==> src/common/l1_trig_pkg.sv <==
package l1_trig_pkg;

    ////////////////////////////////////////////////////////////
    // Array geometry and datapath widths
    ////////////////////////////////////////////////////////////

    localparam int NUM_CHANNELS = 4;
    localparam int NUM_BEAMS    = 2;

    localparam int SAMPLE_W = 5;
    // Sum of four 5-bit samples fits in 7 bits, one spare
    localparam int SUM_W    = 8;
    localparam int SQUARE_W = 2 * SUM_W;
    // Power and threshold share this width
    localparam int POWER_W  = 18;
    localparam int COUNT_W  = 32;

    // Delay in clocks per beam, then per channel
    localparam int BEAM_DELAYS [NUM_BEAMS][NUM_CHANNELS] = '{
        '{0, 0, 0, 0},
        '{0, 1, 2, 3}
    };
    // Largest entry of the delay table
    localparam int MAX_DELAY = 3;

    // Trigger holdoff and measurement window
    localparam int HOLDOFF_CLOCKS     = 16;
    localparam int HOLDOFF_W          = $clog2(HOLDOFF_CLOCKS + 1);
    localparam int RATE_PERIOD_CLOCKS = 1024;
    localparam int WINDOW_W           = $clog2(RATE_PERIOD_CLOCKS);

    typedef logic signed [SAMPLE_W-1:0]      sample_t;
    typedef sample_t     [NUM_CHANNELS-1:0]  chan_samples_t;
    typedef logic signed [SUM_W-1:0]         beam_sum_t;
    typedef logic        [POWER_W-1:0]       power_t;
    typedef logic        [POWER_W-1:0]       threshold_t;
    typedef logic        [NUM_BEAMS-1:0]     beam_mask_t;
    typedef logic        [COUNT_W-1:0]       count_t;

    // All ones so nothing fires before the host programs a level
    localparam threshold_t THRESH_RESET = '1;

    ////////////////////////////////////////////////////////////
    // AXI4-Lite register port
    ////////////////////////////////////////////////////////////

    localparam int AXIL_ADDR_W = 8;
    localparam int AXIL_DATA_W = 32;
    localparam int AXIL_STRB_W = AXIL_DATA_W / 8;

    typedef logic [AXIL_ADDR_W-1:0] axil_addr_t;
    typedef logic [AXIL_DATA_W-1:0] axil_data_t;

    // Byte addresses, one word per beam above each base
    localparam axil_addr_t REG_CTRL        = 8'h00;
    localparam axil_addr_t REG_THRESH_BASE = 8'h10;
    localparam axil_addr_t REG_COUNT_BASE  = 8'h20;
    localparam int         REG_STRIDE      = 4;

    localparam logic [1:0] AXIL_RESP_OKAY = 2'b00;

    // Host side of the bus
    typedef struct packed {
        logic                   awvalid;
        axil_addr_t             awaddr;
        logic                   wvalid;
        axil_data_t             wdata;
        logic [AXIL_STRB_W-1:0] wstrb;
        logic                   bready;
        logic                   arvalid;
        axil_addr_t             araddr;
        logic                   rready;
    } axil_req_t;

    // Target side of the bus
    typedef struct packed {
        logic       awready;
        logic       wready;
        logic       bvalid;
        logic [1:0] bresp;
        logic       arready;
        logic       rvalid;
        axil_data_t rdata;
        logic [1:0] rresp;
    } axil_rsp_t;

endpackage
==> src/logic/l1_trigger_top.sv <==
`timescale 1ns/100ps

module l1_trigger_top (
    input  logic                       aclk,
    input  logic                       rst_n_i,
    input  l1_trig_pkg::chan_samples_t samples_i,
    input  l1_trig_pkg::axil_req_t     axil_req_i,
    output l1_trig_pkg::axil_rsp_t     axil_rsp_o,
    output l1_trig_pkg::beam_mask_t    trigger_o
);
    import l1_trig_pkg::*;

    ////////////////////////////////////////////////////////////
    // Register block to trigger path
    ////////////////////////////////////////////////////////////

    threshold_t [NUM_BEAMS-1:0] thresh_stage;
    logic                       thresh_update;
    logic                       rate_start;
    count_t     [NUM_BEAMS-1:0] counts;
    logic                       count_done;

    // Datapath between trigger stages
    beam_sum_t  [NUM_BEAMS-1:0] beam_sums;
    beam_mask_t                 raw_trig;

    l1_trigger_regs l1_trigger_regs_inst (
        .aclk            (aclk),
        .rst_n_i         (rst_n_i),
        .axil_req_i      (axil_req_i),
        .axil_rsp_o      (axil_rsp_o),
        .thresh_stage_o  (thresh_stage),
        .thresh_update_o (thresh_update),
        .rate_start_o    (rate_start),
        .counts_i        (counts),
        .count_done_i    (count_done)
    );

    // Sum, power and compare each take one clock
    beam_former beam_former_inst (
        .aclk        (aclk),
        .rst_n_i     (rst_n_i),
        .samples_i   (samples_i),
        .beam_sums_o (beam_sums)
    );

    beam_discriminator beam_discriminator_inst (
        .aclk            (aclk),
        .rst_n_i         (rst_n_i),
        .beam_sums_i     (beam_sums),
        .thresh_stage_i  (thresh_stage),
        .thresh_update_i (thresh_update),
        .raw_trig_o      (raw_trig)
    );

    // Holdoff gate adds no register
    trigger_rate_counter trigger_rate_counter_inst (
        .aclk         (aclk),
        .rst_n_i      (rst_n_i),
        .raw_trig_i   (raw_trig),
        .rate_start_i (rate_start),
        .trigger_o    (trigger_o),
        .counts_o     (counts),
        .count_done_o (count_done)
    );

endmodule

==> src/logic/l1_trigger_regs.sv <==
`timescale 1ns/100ps

module l1_trigger_regs (
    input  logic                                                 aclk,
    input  logic                                                 rst_n_i,
    input  l1_trig_pkg::axil_req_t                               axil_req_i,
    output l1_trig_pkg::axil_rsp_t                               axil_rsp_o,
    output l1_trig_pkg::threshold_t [l1_trig_pkg::NUM_BEAMS-1:0] thresh_stage_o,
    output logic                                                 thresh_update_o,
    output logic                                                 rate_start_o,
    input  l1_trig_pkg::count_t     [l1_trig_pkg::NUM_BEAMS-1:0] counts_i,
    input  logic                                                 count_done_i
);
    import l1_trig_pkg::*;

    // Handshake state
    logic       wr_accept;
    logic       rd_accept;
    logic       bvalid;
    logic       rvalid;
    // Write to the low byte of CTRL
    logic       ctrl_wr;
    // Read data
    axil_data_t rd_data_next;
    axil_data_t rdata;

    ////////////////////////////////////////////////////////////
    // Write channel
    ////////////////////////////////////////////////////////////

    // Address and data must arrive together, no write while B is pending
    assign wr_accept = axil_req_i.awvalid && axil_req_i.wvalid && !bvalid;
    assign ctrl_wr   = wr_accept && (axil_req_i.awaddr == REG_CTRL)
                       && axil_req_i.wstrb[0];

    always_ff @(posedge aclk) begin
        if (!rst_n_i) begin
            bvalid <= 1'b0;
        end else if (wr_accept) begin
            bvalid <= 1'b1;
        end else if (axil_req_i.bready) begin
            bvalid <= 1'b0;
        end
    end

    // Command pulses one clock after acceptance
    always_ff @(posedge aclk) begin
        if (!rst_n_i) begin
            rate_start_o    <= 1'b0;
            thresh_update_o <= 1'b0;
        end else begin
            rate_start_o    <= ctrl_wr && axil_req_i.wdata[0];
            thresh_update_o <= ctrl_wr && axil_req_i.wdata[1];
        end
    end

    // Staged thresholds, byte lanes under wstrb
    always_ff @(posedge aclk) begin
        if (!rst_n_i) begin
            thresh_stage_o <= {NUM_BEAMS{THRESH_RESET}};
        end else if (wr_accept) begin
            for (int b = 0; b < NUM_BEAMS; b++) begin
                if (axil_req_i.awaddr == axil_addr_t'(REG_THRESH_BASE + b * REG_STRIDE)) begin
                    if (axil_req_i.wstrb[0]) begin
                        thresh_stage_o[b][7:0] <= axil_req_i.wdata[7:0];
                    end
                    if (axil_req_i.wstrb[1]) begin
                        thresh_stage_o[b][15:8] <= axil_req_i.wdata[15:8];
                    end
                    // Top byte only carries two bits
                    if (axil_req_i.wstrb[2]) begin
                        thresh_stage_o[b][POWER_W-1:16] <= axil_req_i.wdata[POWER_W-1:16];
                    end
                end
            end
        end
    end

    ////////////////////////////////////////////////////////////
    // Read channel
    ////////////////////////////////////////////////////////////

    assign rd_accept = axil_req_i.arvalid && !rvalid;

    // Unmapped addresses fall through as zero
    always_comb begin
        rd_data_next = '0;
        if (axil_req_i.araddr == REG_CTRL) begin
            rd_data_next[0] = count_done_i;
        end
        for (int b = 0; b < NUM_BEAMS; b++) begin
            if (axil_req_i.araddr == axil_addr_t'(REG_THRESH_BASE + b * REG_STRIDE)) begin
                rd_data_next = axil_data_t'(thresh_stage_o[b]);
            end
            if (axil_req_i.araddr == axil_addr_t'(REG_COUNT_BASE + b * REG_STRIDE)) begin
                rd_data_next = axil_data_t'(counts_i[b]);
            end
        end
    end

    // Data captured at acceptance, held until rready
    always_ff @(posedge aclk) begin
        if (!rst_n_i) begin
            rvalid <= 1'b0;
            rdata  <= '0;
        end else if (rd_accept) begin
            rvalid <= 1'b1;
            rdata  <= rd_data_next;
        end else if (axil_req_i.rready) begin
            rvalid <= 1'b0;
        end
    end

    // Response bundle
    always_comb begin
        axil_rsp_o.awready = wr_accept;
        axil_rsp_o.wready  = wr_accept;
        axil_rsp_o.bvalid  = bvalid;
        axil_rsp_o.bresp   = AXIL_RESP_OKAY;
        axil_rsp_o.arready = !rvalid;
        axil_rsp_o.rvalid  = rvalid;
        axil_rsp_o.rdata   = rdata;
        axil_rsp_o.rresp   = AXIL_RESP_OKAY;
    end

endmodule

==> src/trigger/trigger_rate_counter.sv <==
`timescale 1ns/100ps

module trigger_rate_counter (
    input  logic                                             aclk,
    input  logic                                             rst_n_i,
    input  l1_trig_pkg::beam_mask_t                          raw_trig_i,
    input  logic                                             rate_start_i,
    output l1_trig_pkg::beam_mask_t                          trigger_o,
    output l1_trig_pkg::count_t [l1_trig_pkg::NUM_BEAMS-1:0] counts_o,
    output logic                                             count_done_o
);
    import l1_trig_pkg::*;

    // Remaining blocked clocks per beam
    logic [NUM_BEAMS-1:0][HOLDOFF_W-1:0] holdoff;
    // Window timer and its run flag
    logic [WINDOW_W-1:0]                 window_cnt;
    logic                                window_run;
    logic                                window_last;

    ////////////////////////////////////////////////////////////
    // Holdoff gating
    ////////////////////////////////////////////////////////////

    // Raw trigger passes only while the beam is not held off
    always_comb begin
        for (int b = 0; b < NUM_BEAMS; b++) begin
            trigger_o[b] = raw_trig_i[b] && (holdoff[b] == '0);
        end
    end

    always_ff @(posedge aclk) begin
        if (!rst_n_i) begin
            holdoff <= '0;
        end else begin
            for (int b = 0; b < NUM_BEAMS; b++) begin
                if (rate_start_i) begin
                    holdoff[b] <= '0;
                end else if (trigger_o[b]) begin
                    // Reload on every passed pulse
                    holdoff[b] <= HOLDOFF_W'(HOLDOFF_CLOCKS);
                end else if (holdoff[b] != '0) begin
                    holdoff[b] <= holdoff[b] - 1'b1;
                end
            end
        end
    end

    ////////////////////////////////////////////////////////////
    // Measurement window and per-beam counts
    ////////////////////////////////////////////////////////////

    assign window_last = (window_cnt == WINDOW_W'(RATE_PERIOD_CLOCKS - 1));

    // Shared timer for all beams
    always_ff @(posedge aclk) begin
        if (!rst_n_i) begin
            window_run   <= 1'b0;
            window_cnt   <= '0;
            count_done_o <= 1'b0;
        end else if (rate_start_i) begin
            window_run   <= 1'b1;
            window_cnt   <= '0;
            count_done_o <= 1'b0;
        end else if (window_run) begin
            window_cnt <= window_cnt + 1'b1;
            // Done shows up the clock after the final window clock
            if (window_last) begin
                window_run   <= 1'b0;
                count_done_o <= 1'b1;
            end
        end
    end

    // Only gated triggers inside the window are counted
    always_ff @(posedge aclk) begin
        if (!rst_n_i) begin
            counts_o <= '0;
        end else if (rate_start_i) begin
            counts_o <= '0;
        end else if (window_run) begin
            for (int b = 0; b < NUM_BEAMS; b++) begin
                if (trigger_o[b]) begin
                    counts_o[b] <= counts_o[b] + 1'b1;
                end
            end
        end
    end

endmodule

==> src/trigger/beam_discriminator.sv <==
`timescale 1ns/100ps

module beam_discriminator (
    input  logic                                                 aclk,
    input  logic                                                 rst_n_i,
    input  l1_trig_pkg::beam_sum_t  [l1_trig_pkg::NUM_BEAMS-1:0] beam_sums_i,
    input  l1_trig_pkg::threshold_t [l1_trig_pkg::NUM_BEAMS-1:0] thresh_stage_i,
    input  logic                                                 thresh_update_i,
    output l1_trig_pkg::beam_mask_t                              raw_trig_o
);
    import l1_trig_pkg::*;

    // Full width square of each beam sum
    logic       [NUM_BEAMS-1:0][SQUARE_W-1:0] square;
    // Registered beam power
    power_t     [NUM_BEAMS-1:0]               power;
    // Levels in use by the compare
    threshold_t [NUM_BEAMS-1:0]               thresh_active;

    ////////////////////////////////////////////////////////////
    // Power stage
    ////////////////////////////////////////////////////////////

    always_comb begin
        beam_sum_t sum;
        for (int b = 0; b < NUM_BEAMS; b++) begin
            sum       = beam_sums_i[b];
            // Signed product, never negative
            square[b] = sum * sum;
        end
    end

    // Power lands one clock after the sum
    always_ff @(posedge aclk) begin
        if (!rst_n_i) begin
            power <= '0;
        end else begin
            for (int b = 0; b < NUM_BEAMS; b++) begin
                power[b] <= power_t'(square[b]);
            end
        end
    end

    ////////////////////////////////////////////////////////////
    // Threshold update and compare
    ////////////////////////////////////////////////////////////

    // All beams take their staged level together
    always_ff @(posedge aclk) begin
        if (!rst_n_i) begin
            thresh_active <= {NUM_BEAMS{THRESH_RESET}};
        end else if (thresh_update_i) begin
            thresh_active <= thresh_stage_i;
        end
    end

    // Strictly above the active level fires the raw trigger
    always_ff @(posedge aclk) begin
        if (!rst_n_i) begin
            raw_trig_o <= '0;
        end else begin
            for (int b = 0; b < NUM_BEAMS; b++) begin
                raw_trig_o[b] <= (power[b] > thresh_active[b]);
            end
        end
    end

endmodule

==> src/trigger/beam_former.sv <==
`timescale 1ns/100ps

module beam_former (
    input  logic                                                aclk,
    input  logic                                                rst_n_i,
    input  l1_trig_pkg::chan_samples_t                          samples_i,
    output l1_trig_pkg::beam_sum_t [l1_trig_pkg::NUM_BEAMS-1:0] beam_sums_o
);
    import l1_trig_pkg::*;

    ////////////////////////////////////////////////////////////
    // Channel delay lines
    ////////////////////////////////////////////////////////////

    // Per channel history, entry 0 is one clock old
    sample_t [NUM_CHANNELS-1:0][MAX_DELAY-1:0] history;
    // History with the live sample at index 0
    sample_t [NUM_CHANNELS-1:0][MAX_DELAY:0]   taps;
    // Unregistered sums for every beam
    beam_sum_t [NUM_BEAMS-1:0]                 sums_next;

    always_ff @(posedge aclk) begin
        if (!rst_n_i) begin
            history <= '0;
        end else begin
            for (int c = 0; c < NUM_CHANNELS; c++) begin
                // Shift one step deeper each clock
                history[c][0] <= samples_i[c];
                for (int d = 1; d < MAX_DELAY; d++) begin
                    history[c][d] <= history[c][d-1];
                end
            end
        end
    end

    // Delay d picks taps[c][d]
    always_comb begin
        for (int c = 0; c < NUM_CHANNELS; c++) begin
            taps[c] = {history[c], samples_i[c]};
        end
    end

    ////////////////////////////////////////////////////////////
    // Delay-and-sum per beam
    ////////////////////////////////////////////////////////////

    always_comb begin
        sample_t tap;
        for (int b = 0; b < NUM_BEAMS; b++) begin
            sums_next[b] = '0;
            for (int c = 0; c < NUM_CHANNELS; c++) begin
                // Channel sample at this beam's steering delay
                tap          = taps[c][BEAM_DELAYS[b][c]];
                // Sign extended into the wider sum
                sums_next[b] = sums_next[b] + beam_sum_t'(tap);
            end
        end
    end

    // One clock after the newest sample in the sum
    always_ff @(posedge aclk) begin
        if (!rst_n_i) begin
            beam_sums_o <= '0;
        end else begin
            beam_sums_o <= sums_next;
        end
    end

endmodule

==> config.mk <==
export PLATFORM = sky130hd
export DESIGN_NAME = l1_trigger_top
export DESIGN_NICKNAME = d
export VERILOG_FILES = /design/src/common/l1_trig_pkg.sv /design/src/logic/l1_trigger_top.sv /design/src/logic/l1_trigger_regs.sv /design/src/trigger/trigger_rate_counter.sv /design/src/trigger/beam_discriminator.sv /design/src/trigger/beam_former.sv
export SDC_FILE = /design/constraint.sdc
export NUM_CORES = 1
export LEC_CHECK = 0
export ABC_AREA = 1
export BUFFER_PORTS_ARGS = -buffer_cell sky130_fd_sc_hd__clkbuf_2
export CAP_MARGIN = 20
export CORE_UTILIZATION = 60
export DETAILED_ROUTE_END_ITERATION = 16
export PLACE_DENSITY = 0.85
export SYNTH_ARGS = -nofsm -noshare
export SYNTH_HDL_FRONTEND = slang
export SYNTH_SLANG_ARGS = --single-unit
==> constraint.sdc <==
create_clock -name aclk -period 7.71 [get_ports aclk]
set_input_delay 1.1565 -clock aclk [delete_from_list [all_inputs] [get_ports aclk]]
set_output_delay 1.1565 -clock aclk [all_outputs]
set_load 0.02 [all_outputs]
==> out/summary.md, run 1 <==
* **DRT Pass-1 Iters** 8
* **total half-perimeter wirelength after legalization and detailed placement** 33.9 mm
* **leakage power of the design** 10.3 nW
* **P_sw** 2.16 mW
* **fill count** 2503
* **Distinct cells, synth** 48
* **most used flip-flop cell after synthesis** dfxtp_1
* **area fraction in compound gates after synthesis** 0.107
* **Worst-Skew Late Latency** 0.56 ns
* **chip height** 178 um
* **crit path from** beam_former_inst.beam_sums_o[7]
* **aggregate negative setup slack** 0 ns
* **beginning of the worst register-to-register path** beam_former_inst.beam_sums_o[7]
* **number of top-level pins** 122
* **setup-violating endpoint count in the final report** 0
* **actual slew at the worst max-slew pin** 1.05 ns
* **Mapped Area** 0.0186 mm^2
* **final hold violation count** 0
* **simple-gate share of the synthesized area** 0.269
* **run status** completed
* **global-route usage over all layers** 0.290
* **Rows** 64
* **setup slack of the worst register-to-register path** 3.37 ns
* **horizontal die dimension** 178 um
* **post-route met1 wirelength** 18.1 mm
* **standard cell core area** 0.0305 mm^2
* **sequential group share of total power** 0.303
* **number of antenna-violating nets in the routed design** 0
* **Clock Skews** 0.0195 ns
* **capturing element of the worst setup path** beam_discriminator_inst.power[15]
* **residual overflow from global routing** 0
* **metal2 WL** 21.6 mm
* **Clk pwr share** 0.259
* **routed wire length per instance** 14.4 um
* **uppermost layer routed** met5
* **Residual DRC** 0
* **reg-to-reg critical path endpoint** beam_discriminator_inst.power[15]
* **number of enable-type register cells in the synthesized netlist** 0
* **CTS Sinks** 272
* **cell types with the highest counts after synthesis** 715 x nand2_1, 478 x inv_1, 272 x dfxtp_1, 216 x nor2_1, 155 x a21oi_1
* **starting DRC count in detailed routing** 1105
* **final net count** 2972
* **Max Transition Viols Final** 0
* **met3 wire length** 3.05 mm
* **overall routed net length** 44.7 mm
* **number of cells on the worst reg-to-reg path** 15
* **initial standard-cell utilization of the core** 0.608
* **average cell area after synthesis** 7.05 um^2
* **combinational group share of total power** 0.438
* **depth of the CTS H-tree** 1
* **startpoint class of the critical path** flop
* **YS warnings** 0
* **clock tree from TritonCTS** built
* **via count of the first global-routing pass** 16300
* **synth top area cells** dfxtp_1 29%, nand2_1 14%, fa_1 10%, inv_1 9.7%, ha_1 8.0%
* **Bufs on Longest Clock Path** 3
* **type of element capturing the critical path** flop
* **required time of the critical path** 8.19 ns
* **Crit Path Max Fanout** 13
* **synthesis-stage register bit count** 272
* **Synth Area in Adders** 0.184
* **Slew Limit Headroom** 0.297
* **Layout area overhead** 8.35%
* **share of the clock period used by the worst path after layout** 0.563
* **Max Freq** 230 MHz
* **xor-xnor portion of the synthesized cell area** 0.0208
* **overall die area** 0.0316 mm^2
* **main combinational cell family by area after synthesis** simple AND/OR/NAND/NOR gates
* **final estimated routing congestion in global placement** 0.944
* **detail-routed via count per cell** 5.36
* **ys async rst share** 0
* **initial antenna violation count** 6
* **total instance count after detailed placement** 3042
* **minimum setup slack in the final design** 3.37 ns
* **number of buffers inserted for hold repair after clock tree synthesis** 0
* **setup repair after global routing missed its margin** no
* **Root Driver** clkbuf_16
* **Min-Delay Path Class** reg2reg
* **proportion of layout cells with a drive suffix above 1** 0.0889
* **via count** 16600
* **cell type with the highest aggregate area in the netlist** dfxtp_1
* **arrival time of the worst setup path** 4.83 ns
* **count of instances resized after the clock tree is built** 0
* **Max Cap Violations** 0
* **wire length of the first global-routing pass** 74.7 mm
* **Post-Syn Instances** 2631
* **Seq. cell area** 0.00545 mm^2
* **# port buffers** 102
* **power per cell area** 268 mW/mm^2
* **power after layout** 5.38 mW
* **non-filler instance count after layout** 3100
* **number of buffers added by the clock tree synthesis step** 29
* **total setup buffers inserted after CTS** 0
* **WS Path Type** reg2reg
* **maximum vdd drop** 0.172 mV
* **multiplexer share of the synthesized area** 0
* **switching part of the total** 0.402
* **design internal power** 3.22 mW
* **most frequent cell after synthesis** nand2_1
* **Synth top area share** 0.293
* **time the final worst path needs with I/O delays and setup** 4.34 ns
* **clock input transition at the sequential cells of the worst setup and hold paths** 0.07 ns
* **area of combinational cells with multiple inputs** 0.0108 mm^2
* **share of the yosys chip area belonging to registers** 0.293
* **worst setup slack before clock tree synthesis** 3.37 ns
* **largest net degree at the start of global routing** 90
-- cells by family (layout without fill, tap and decap cells) --
group,count (synthesis),after routing
buffers and inverters,581,647
and+or+nand+nor,1175,1175
other,1,8
DFF,272,272
adders and majority gates,215,215
AOI/OAI and AO/OA,343,343
xor gates and xnor gates,44,44
-- power groups by stage --
stage	registers (mW)	clock network, mW	logic (mW)
after global placement	1.66	0	2.23
after detailed placement	1.66	0	2.34
after floorplan	1.61	0	1.89
after CTS	1.63	1.41	2.36
after global routing	1.65	1.47	2.75
final	1.63	1.40	2.36
-- registers in the layout, summed over array words and instances, names as in the netlist --
| signal | cells |
|---|---|
| beam_former_inst.beam_sums_o | 16 |
| l1_trigger_regs_inst.bvalid | 1 |
| trigger_rate_counter_inst.counts_o | 64 |
| beam_discriminator_inst.thresh_active | 36 |
| beam_discriminator_inst.power | 30 |
| l1_trigger_regs_inst.rvalid | 1 |
| l1_trigger_regs_inst.rdata | 32 |
| trigger_rate_counter_inst.holdoff | 10 |
| trigger_rate_counter_inst.window_run | 1 |
| beam_former_inst.history | 30 |
| trigger_rate_counter_inst.window_cnt | 10 |
| l1_trigger_regs_inst.thresh_stage_o | 36 |
| trigger_rate_counter_inst.count_done_o | 1 |
| l1_trigger_regs_inst.rate_start_o | 1 |
| beam_discriminator_inst.raw_trig_o | 2 |
| l1_trigger_regs_inst.thresh_update_o | 1 |
-- final cells by class --
class                           count  area share
Multi-Input combinational cell   1781       0.538
Sequential cell                   272       0.271
Inverter                          488      0.0912
Clock buffer                       41      0.0408
Timing Repair Buffer              106      0.0276
Tap cell                          396      0.0246
Clock inverter                     12     0.00641
Antenna cell                        4    0.000498
-- stage by stage --
| stage | utilization | hold WS [ns] | area, um^2 |
|---|---|---|---|
| 3_3_place_gp | 0.627 | 0.397 | 19100 |
| 6_report | 0.659 | 0.417 | 20100 |
| 3_5_place_dp | 0.627 | 0.404 | 19100 |
| 2_1_floorplan | - | 0.390 | 18600 |
| 4_1_cts | 0.658 | 0.418 | 20100 |
| 5_1_grt | 0.659 | 0.432 | 20100 |
-- placed cells by master, fill, tap and decap left out, types with 16 or more instances in the layout --
cell,count
nand2_1,715
clkbuf_16,29
nor2_4,16
inv_1,476
nor3_1,21
a21oi_1,155
o21ai_0,107
ha_1,118
dfxtp_1,271
nand4_1,34
clkbuf_2,101
nand3_1,120
o211ai_2,16
nor2_1,215
xor2_1,34
fa_1,97
o211ai_1,36
-- worst max-delay path, cell delays in order (launching register included) --
cell and delay [ns]:
dfxtp_1 0.59, nand2_1 0.18, inv_1 0.15, fa_1 0.48, inv_1 0.19, fa_1 0.47, fa_1 0.52, fa_1 0.55
inv_1 0.04, ha_1 0.37, a21o_1 0.22, a21boi_0 0.16, nand3_1 0.13, nand2_1 0.08, nand2_1 0.05, nor2_1 0.09
-- routing by layer --
| layer | vias up | global-route usage |
|---|---|---|
| met3 | 136 | 0.0525 |
| met5 | - | 0 |
| met4 | 4 | 0.120 |
| li1 | 8255 | - |
| met1 | 7700 | 0.341 |
| met2 | 512 | 0.515 |
-- how the worst min path moves through the flow --
| stage | from | end | slack, ns | cells after the start |
|---|---|---|---|---|
| finish | beam_former_inst.history[46] | beam_former_inst.history[51] | 0.42 | 2 |
| floorplan | beam_former_inst.history[30] | beam_former_inst.history[35] | 0.39 | 2 |
| global route | beam_former_inst.history[32] | beam_former_inst.history[37] | 0.43 | 2 |
| detailed placement | beam_former_inst.history[32] | beam_former_inst.history[37] | 0.40 | 2 |
| global placement | beam_former_inst.history[33] | beam_former_inst.history[38] | 0.40 | 2 |
| CTS | beam_former_inst.history[32] | beam_former_inst.history[37] | 0.42 | 2 |
Note: power is estimated with default switching activity, not from simulation.
==> inputs of run 2 (changes only) <==
--- a/config.mk
+++ b/config.mk
@@ -8,9 +8,9 @@
 export ABC_AREA = 1
 export BUFFER_PORTS_ARGS = -buffer_cell sky130_fd_sc_hd__clkbuf_2
 export CAP_MARGIN = 20
-export CORE_UTILIZATION = 60
+export CORE_UTILIZATION = 56
 export DETAILED_ROUTE_END_ITERATION = 16
-export PLACE_DENSITY = 0.85
+export PLACE_DENSITY = 0.84
 export SYNTH_ARGS = -nofsm -noshare
 export SYNTH_HDL_FRONTEND = slang
 export SYNTH_SLANG_ARGS = --single-unit
==> constraint.sdc (replaced) <==
create_clock -name aclk -period 3.69 [get_ports aclk]
set_input_delay 0.5535 -clock aclk [delete_from_list [all_inputs] [get_ports aclk]]
set_output_delay 0.5535 -clock aclk [all_outputs]
set_load 0.02 [all_outputs]
==> run 2 against run 1 <==
  * The run now ends with negative setup slack left
  * Clock power rose by 120%
  * Maximum frequency up 12%
  * Combinational power rose to 3.4 times the previous value
==> out/summary.md, run 2 (synthesized netlist as in run 1, its figures left out) <==
* **run status** finished, violations left
* **violations in the final reports** negative setup slack
* **global-route usage over all layers** 0.282, -0.00789
* **initial antenna violation count** 0, -6
* **number of flip-flops under the largest register name** 64, unchanged
* **number of antenna-violating nets in the routed design** 0, unchanged
* **number of buffers added by the clock tree synthesis step** 30, +3.4%
* **metal2 WL** 24.4 mm, +13%
* **uppermost layer routed** met4
* **maximum vdd drop** 0.551 mV, +220%
* **beginning of the worst register-to-register path** beam_former_inst.beam_sums_o[15]
* **aggregate negative setup slack** -1.50 ns, -1.50 ns
* **Clk pwr share** 0.210, -0.049
* **clock tree from TritonCTS** built
* **detail-routed via count per cell** 5.31, -0.95%
* **Top cell by count, worst path** nand2_1
* **Crit Path Max Fanout** 5, -8
* **residual overflow from global routing** 0, unchanged
* **number of top-level pins** 122, unchanged
* **Top delay family on crit path** adder cells
* **via count** 17200, +3.8%
* **sequential group share of total power** 0.235, -0.068
* **met3 wire length** 2.77 mm, -9.0%
* **WS Path Type** reg2reg
* **Rows** 66, +3.1%
* **initial standard-cell utilization of the core** 0.570, -0.0379
* **proportion of layout cells with a drive suffix above 1** 0.183, +0.0944
* **total half-perimeter wirelength after legalization and detailed placement** 35.0 mm, +3.0%
* **Clock Skews** 0.0310 ns, +0.0115 ns
* **required time of the critical path** 4.18 ns, -4.01 ns
* **worst hold slack after final layout** 0.216 ns, -0.201 ns
* **final estimated routing congestion in global placement** 0.960, +1.7%
* **clock input transition at the sequential cells of the worst setup and hold paths** 0.06 ns, about the same
* **starting DRC count in detailed routing** 1190, +7.7%
* **design internal power** 8.54 mW, +170%
* **post-route met1 wirelength** 18.7 mm, +3.4%
* **horizontal die dimension** 184 um, +3.5%
* **WP buf/inv** 4, +1
* **depth of the CTS H-tree** 1, unchanged
* **fill count** 2567, +2.6%
* **setup repair after global routing missed its margin** yes
* **power after layout** 14.4 mW, +170%
* **actual slew at the worst max-slew pin** 1.05 ns, +0.00113 ns
* **type of element capturing the critical path** flop
* **Slew Limit Headroom** 0.298, about the same
* **leakage power of the design** 10.9 nW, +6.4%
* **largest net degree at the start of global routing** 91, +1.1%
* **final net count** 3079, +3.6%
* **Layout area overhead** 17.8%
* **commonest cells after routing, fill and taps aside** 673 x nand2_1, 442 x inv_1, 255 x dfxtp_1
* **overall die area** 0.0339 mm^2, +7.1%
* **time the final worst path needs with I/O delays and setup** 3.87 ns, -0.478 ns
* **final hold violation count** 0, unchanged
* **overall routed net length** 48.3 mm, +8.0%
* **commonest non-fill, non-tap cell in the layout** nand2_1
* **chip height** 184 um, +3.5%
* **Min-Delay Path Class** in2reg
* **wire length of the first global-routing pass** 77.8 mm, +4.1%
* **power per cell area** 660 mW/mm^2, +150%
* **combinational group share of total power** 0.554, +0.116
* **Max Cap Violations** 0, unchanged
* **routed wire length per instance** 14.9 um, +3.1%
* **# port buffers** 102, unchanged
* **Bufs on Longest Clock Path** 3, unchanged
* **Max Transition Viols Final** 0, unchanged
* **CTS Sinks** 272, unchanged
* **library cell contributing the largest single delay on the critical path** fa_2
* **setup-violating endpoint count in the final report** 14, +14
* **DRT Pass-1 Iters** 5, -3
* **antenna cell count** 0, -4
* **Max Freq** 259 MHz, +12%
* **P_sw** 5.87 mW, +170%
* **crit-path cells** buf_6 -> nand2_4 -> inv_2 -> fa_2 -> inv_4 -> fa_2 -> fa_1 -> fa_1 -> inv_2 -> ha_4 -> nand2_2 -> nor2_4 -> nand2_1 -> nor2b_1 -> nor2_2 -> nand2_1 -> nand2_1 -> nor2_1
* **minimum setup slack in the final design** -0.175 ns, -3.54 ns
* **crit path from** beam_former_inst.beam_sums_o[15]
* **delay of the slowest cell on the worst path** 0.61 ns, +0.02 ns
* **largest reg by FF count** trigger_rate_counter_inst.counts_o
* **number of buffers inserted for hold repair after clock tree synthesis** 0, unchanged
* **startpoint class of the critical path** flop
* **Root Driver** clkbuf_16
* **standard cell core area** 0.0325 mm^2, +6.6%
* **via count of the first global-routing pass** 16900, +3.5%
* **switching part of the total** 0.407, +0.00585
* **arrival time of the worst setup path** 4.36 ns, -0.47 ns
* **biggest registers after layout** trigger_rate_counter_inst.counts_o (64), beam_discriminator_inst.thresh_active (36), l1_trigger_regs_inst.thresh_stage_o (36)
* **Worst-Skew Late Latency** 0.58 ns, +0.02 ns
* **share of the clock period used by the worst path after layout** 1.05, +0.484
* **Residual DRC** 0, unchanged
* **launch point of the worst hold path** samples_i[13]
run 2: area by class of cell:
class / count / area [um^2] / area share
multi-input cells: 1781 / 11600 / 0.530
flip-flops and latches: 272 / 5490 / 0.251
repair buffers: 212 / 1380 / 0.0630
well taps: 442 / 553 / 0.0253
clock buffers: 41 / 842 / 0.0385
clock inverters: 11 / 165 / 0.00756
inverters: 488 / 1840 / 0.0841
run 2: metrics by stage:
| step | instances | setup slack (ns) | utilization | area, um^2 |
|---|---|---|---|---|
| 2_1_floorplan | 2634 | -0.00498 | - | 18900 |
| 3_3_place_gp | 3178 | -0.213 | 0.617 | 20100 |
| 5_1_grt | 3247 | -0.355 | 0.672 | 21800 |
| 3_5_place_dp | 3178 | -0.278 | 0.617 | 20100 |
| 6_report | 3247 | -0.175 | 0.672 | 21800 |
| 4_1_cts | 3238 | -0.155 | 0.660 | 21500 |
run 2: repair_timing:
item | 4_1_cts | 5_1_grt
pin swaps | 68 | 63
buffers inserted | 8 | 9
setup endpoints to repair | 18 | 18
gates resized for setup | 91 | 91
run 2: worst paths after layout:
path	endpoint	slack, ns	cells after the start
min reg2reg	beam_former_inst.history[51]	0.41	2
min	beam_former_inst.history[33]	0.22	3
max reg2reg	beam_discriminator_inst.power[33]	-0.18	18
max	beam_discriminator_inst.power[33]	-0.18	18
run 2: worst min-delay path, stage by stage:
cell      delay, ns
clkbuf_2       0.10
nand2_1        0.05
inv_1          0.04
run 2: routing by layer:
layer  GRT usage  vias up
met4       0.139        0
li1            -     8443
met5           0        -
met1       0.319     8066
met2       0.516      576
met3      0.0398      145
run 2: power groups by stage:
| stage | registers [mW] | logic (mW) | clock network [mW] |
|---|---|---|---|
| global route | 3.42 | 8.87 | 3.17 |
| global placement | 3.43 | 6.20 | 0 |
| CTS | 3.38 | 7.26 | 3.03 |
| detailed placement | 3.44 | 6.47 | 0 |
| floorplan | 3.37 | 4.73 | 0 |
| finish | 3.39 | 7.99 | 3.03 |
==> inputs of run 3 (changes only) <==
--- a/config.mk
+++ b/config.mk
@@ -13,4 +13,5 @@
 export PLACE_DENSITY = 0.84
 export SYNTH_ARGS = -nofsm -noshare
 export SYNTH_HDL_FRONTEND = slang
+export SYNTH_HIERARCHICAL = 1
 export SYNTH_SLANG_ARGS = --single-unit
==> run 3 against run 2 <==
  * Worst hold slack lost 0.030 ns
  * Sequential cell count is the same
  * Critical endpoint is now beam_discriminator_inst/power[31]
  * The run still ends with negative setup slack left
  * Critical path type unchanged
  * Setup slack lost 0.070 ns
  * Maximum frequency shrank 1.8%
  * Highest routed layer is now met5
==> out/summary.md, run 3 <==
* **run status** finished, violations left
* **number of enable-type register cells in the synthesized netlist** 0, unchanged
* **Min-Delay Path Class** in2reg
* **worst hold slack after final layout** 0.186 ns, -0.0296 ns
* **total instance count after detailed placement** 3113, -2.0%
* **fill count** 2482, -3.3%
* **chip height** 183 um, -0.63%
* **via count of the first global-routing pass** 16600, -1.6%
* **initial antenna violation count** 2, +2
* **final net count** 3011, -2.2%
* **time the final worst path needs with I/O delays and setup** 3.94 ns, +0.0704 ns
* **YS warnings** 6, +6
* **initial standard-cell utilization of the core** 0.575, +0.00435
* **largest reg by FF count** trigger_rate_counter_inst/counts_o
* **commonest non-fill, non-tap cell in the layout** nand2_1
* **residual overflow from global routing** 0, unchanged
* **DRT Pass-1 Iters** 6, +1
* **violations in the final reports** negative setup slack
* **depth of the CTS H-tree** 1, unchanged
* **share of the clock period used by the worst path after layout** 1.07, +0.0191
* **total half-perimeter wirelength after legalization and detailed placement** 33.8 mm, -3.5%
* **Worst-Skew Late Latency** 0.58 ns, about the same
* **via count** 16800, -2.5%
* **detail-routed via count per cell** 5.28, -0.53%
* **proportion of layout cells with a drive suffix above 1** 0.189, +0.00546
* **# port buffers** 102, unchanged
* **number of top-level pins** 122, unchanged
* **horizontal die dimension** 183 um, -0.63%
* **required time of the critical path** 4.14 ns, -0.04 ns
* **Distinct cells, synth** 49, +2.1%
* **wire length of the first global-routing pass** 76.5 mm, -1.7%
* **Synth top area share** 0.297, +0.00377
* **final core area utilization** 0.677, +0.00510
* **minimum setup slack in the final design** -0.246 ns, -0.0704 ns
* **ys async rst share** 0, unchanged
* **overall die area** 0.0334 mm^2, -1.3%
* **Residual DRC** 0, unchanged
* **crit path from** beam_former_inst/beam_sums_o[15]
* **synth top area cells** dfxtp_1 30%, nand2_1 13%, fa_1 11%, inv_1 10%, ha_1 7.2%
* **capturing element of the worst setup path** beam_discriminator_inst/power[31]
* **met1 global-route usage** 0.327, +0.00855
* **Root Driver** clkbuf_16
* **final hold violation count** 0, unchanged
* **arrival time of the worst setup path** 4.38 ns, +0.02 ns
* **Bufs on Longest Clock Path** 3, unchanged
* **average cell area after synthesis** 7.11 um^2, +0.84%
* **final estimated routing congestion in global placement** 0.913, -4.9%
* **biggest registers after layout** trigger_rate_counter_inst/counts_o (64), beam_discriminator_inst/thresh_active (36), l1_trigger_regs_inst/thresh_stage_o (36)
* **Crit Path Max Fanout** 7, +2
* **most frequent cell after synthesis** nand2_1
* **setup repair after global routing missed its margin** yes
* **Max Cap Violations** 0, unchanged
* **reg-to-reg critical path endpoint** beam_discriminator_inst/power[31]
* **setup slack of the worst register-to-register path** -0.25 ns, -0.07 ns
* **Mapped Area** 0.0183 mm^2, -1.3%
* **standard cell core area** 0.0319 mm^2, -2.0%
* **power per cell area** 679 mW/mm^2, +2.9%
* **Rows** 65, -1.5%
* **synthesis-stage register bit count** 272, unchanged
* **share of the yosys chip area belonging to registers** 0.297, +0.00377
* **starting DRC count in detailed routing** 1364, +15%
* **number of antenna-violating nets in the routed design** 0, unchanged
* **Clock Skews** 0.0251 ns, -0.00585 ns
* **global-route usage over all layers** 0.278, -0.00367
* **startpoint class of the critical path** flop
* **fin area** 0.0216 mm^2, -1.3%
* **CTS Sinks** 272, unchanged
* **cell types with the highest counts after synthesis** 642 x nand2_1, 487 x inv_1, 272 x dfxtp_1, 272 x nor2_1, 146 x nand3_1
* **cell type with the highest aggregate area in the netlist** dfxtp_1
* **commonest cells after routing, fill and taps aside** 607 x nand2_1, 450 x inv_1, 259 x nor2_1
* **met2 track utilization from global routing** 0.513, -0.00263
* **number of cells on the worst reg-to-reg path** 18, unchanged
* **clock tree from TritonCTS** built
* **overall routed net length** 47.7 mm, -1.3%
* **peak-usage layer in the global routing report** met2
* **number of flip-flops under the largest register name** 64, unchanged
* **setup-violating endpoint count in the final report** 15, +1
* **leakage power of the design** 11.1 nW, +1.5%
* **type of element capturing the critical path** flop
* **Post-Syn Instances** 2576, -2.1%
* **maximum vdd drop** 0.626 mV, +14%
* **most used flip-flop cell after synthesis** dfxtp_1
* **Layout area overhead** 17.8%, about the same
* **clock input transition at the sequential cells of the worst setup and hold paths** 0.06 ns, about the same
* **routed wire length per instance** 15.0 um, +0.76%
* **non-filler instance count after layout** 3181, -2.0%
* **Max Transition Viols Final** 0, unchanged
* **beginning of the worst register-to-register path** beam_former_inst/beam_sums_o[15]
* **number of buffers added by the clock tree synthesis step** 29, -3.3%
* **Max Freq** 254 MHz, -1.8%
* **GR Util met3** 0.0351, -0.00467
* **cell area reported after detailed placement** 0.0197 mm^2, -1.7%
* **WS Path Type** reg2reg
* **largest net degree at the start of global routing** 126, +38%
* **Slew Limit Headroom** 0.483, +0.185
* **actual slew at the worst max-slew pin** 0.774 ns, -0.279 ns
[run 3: per-layer routing]
metal,routed length [um],part of all wire
met5,13,0.00027
met4,2040,0.043
met3,2690,0.056
met2,23800,0.50
met1,19100,0.40
[run 3: cell type report]
cell class,instances,area [um^2],share of cell area
Inverter,499,1880,0.0872
Sequential cell,272,5500,0.255
Antenna cell,1,2.50,0.000116
Tap cell,435,544,0.0252
Multi-Input combinational cell,1719,11300,0.523
Timing Repair Buffer,201,1300,0.0604
Clock inverter,19,255,0.0118
Clock buffer,35,798,0.0370
[run 3: metrics by stage]
step	setup TNS [ns]	total power [mW]	setup WS, ns
3_5_place_dp	-3.82	9.63	-0.301
6_report	-1.52	14.6	-0.246
2_1_floorplan	-0.0105	8.00	-0.0104
3_3_place_gp	-2.79	9.34	-0.253
5_1_grt	-3.94	15.6	-0.362
4_1_cts	-0.539	13.6	-0.101
[run 3: worst min path at each step]
stage | start | slack (ns) | depth (start not counted) | endpoint
finish | samples_i[8] | 0.19 | 3 | beam_former_inst/history[18]
global route | samples_i[17] | 0.19 | 3 | beam_former_inst/history[47]
CTS | samples_i[8] | 0.17 | 3 | beam_former_inst/history[18]
detailed placement | beam_former_inst/history[48] | 0.40 | 2 | beam_former_inst/history[53]
global placement | beam_former_inst/history[48] | 0.39 | 2 | beam_former_inst/history[53]
floorplan | beam_former_inst/history[30] | 0.39 | 2 | beam_former_inst/history[35]
[run 3: where the power goes]
group          internal [mW]  switching, mW  total (mW)
registers               3.18          0.192        3.37
clock network           1.85           1.31        3.16
logic                   3.45           4.66        8.11
total                   8.48           6.16        14.6
[run 3: what timing repair did]
item | 4_1_cts | 5_1_grt
hold buffers | 0 | 0
pin swaps | 62 | 61
setup endpoints to repair | 17 | 18
gates resized for setup | 97 | 94
buffers inserted | 9 | 4
[run 3: cell families after synthesis]
group,synth area share
compound gates,0.0839
fa+ha+maj,0.186
xor+xnor,0.0163
buf+inv,0.130
simple gates,0.286
flops,0.297
other cells,0.000205
[run 3: worst max-delay path, cell delays in order, from the launching register on]
cell and delay [ns]:
dfxtp_4 0.43, buf_6 0.14, nand2_1 0.08, xor2_1 0.15, ha_1 0.31, fa_1 0.51, fa_1 0.50, inv_1 0.05
fa_1 0.49, inv_1 0.07, ha_4 0.24, nand2_1 0.12, nand2_2 0.09, o21bai_4 0.18, nand2_1 0.06, nand3_1 0.09
buf_4 0.15, nor2_1 0.10, nor2_1 0.05
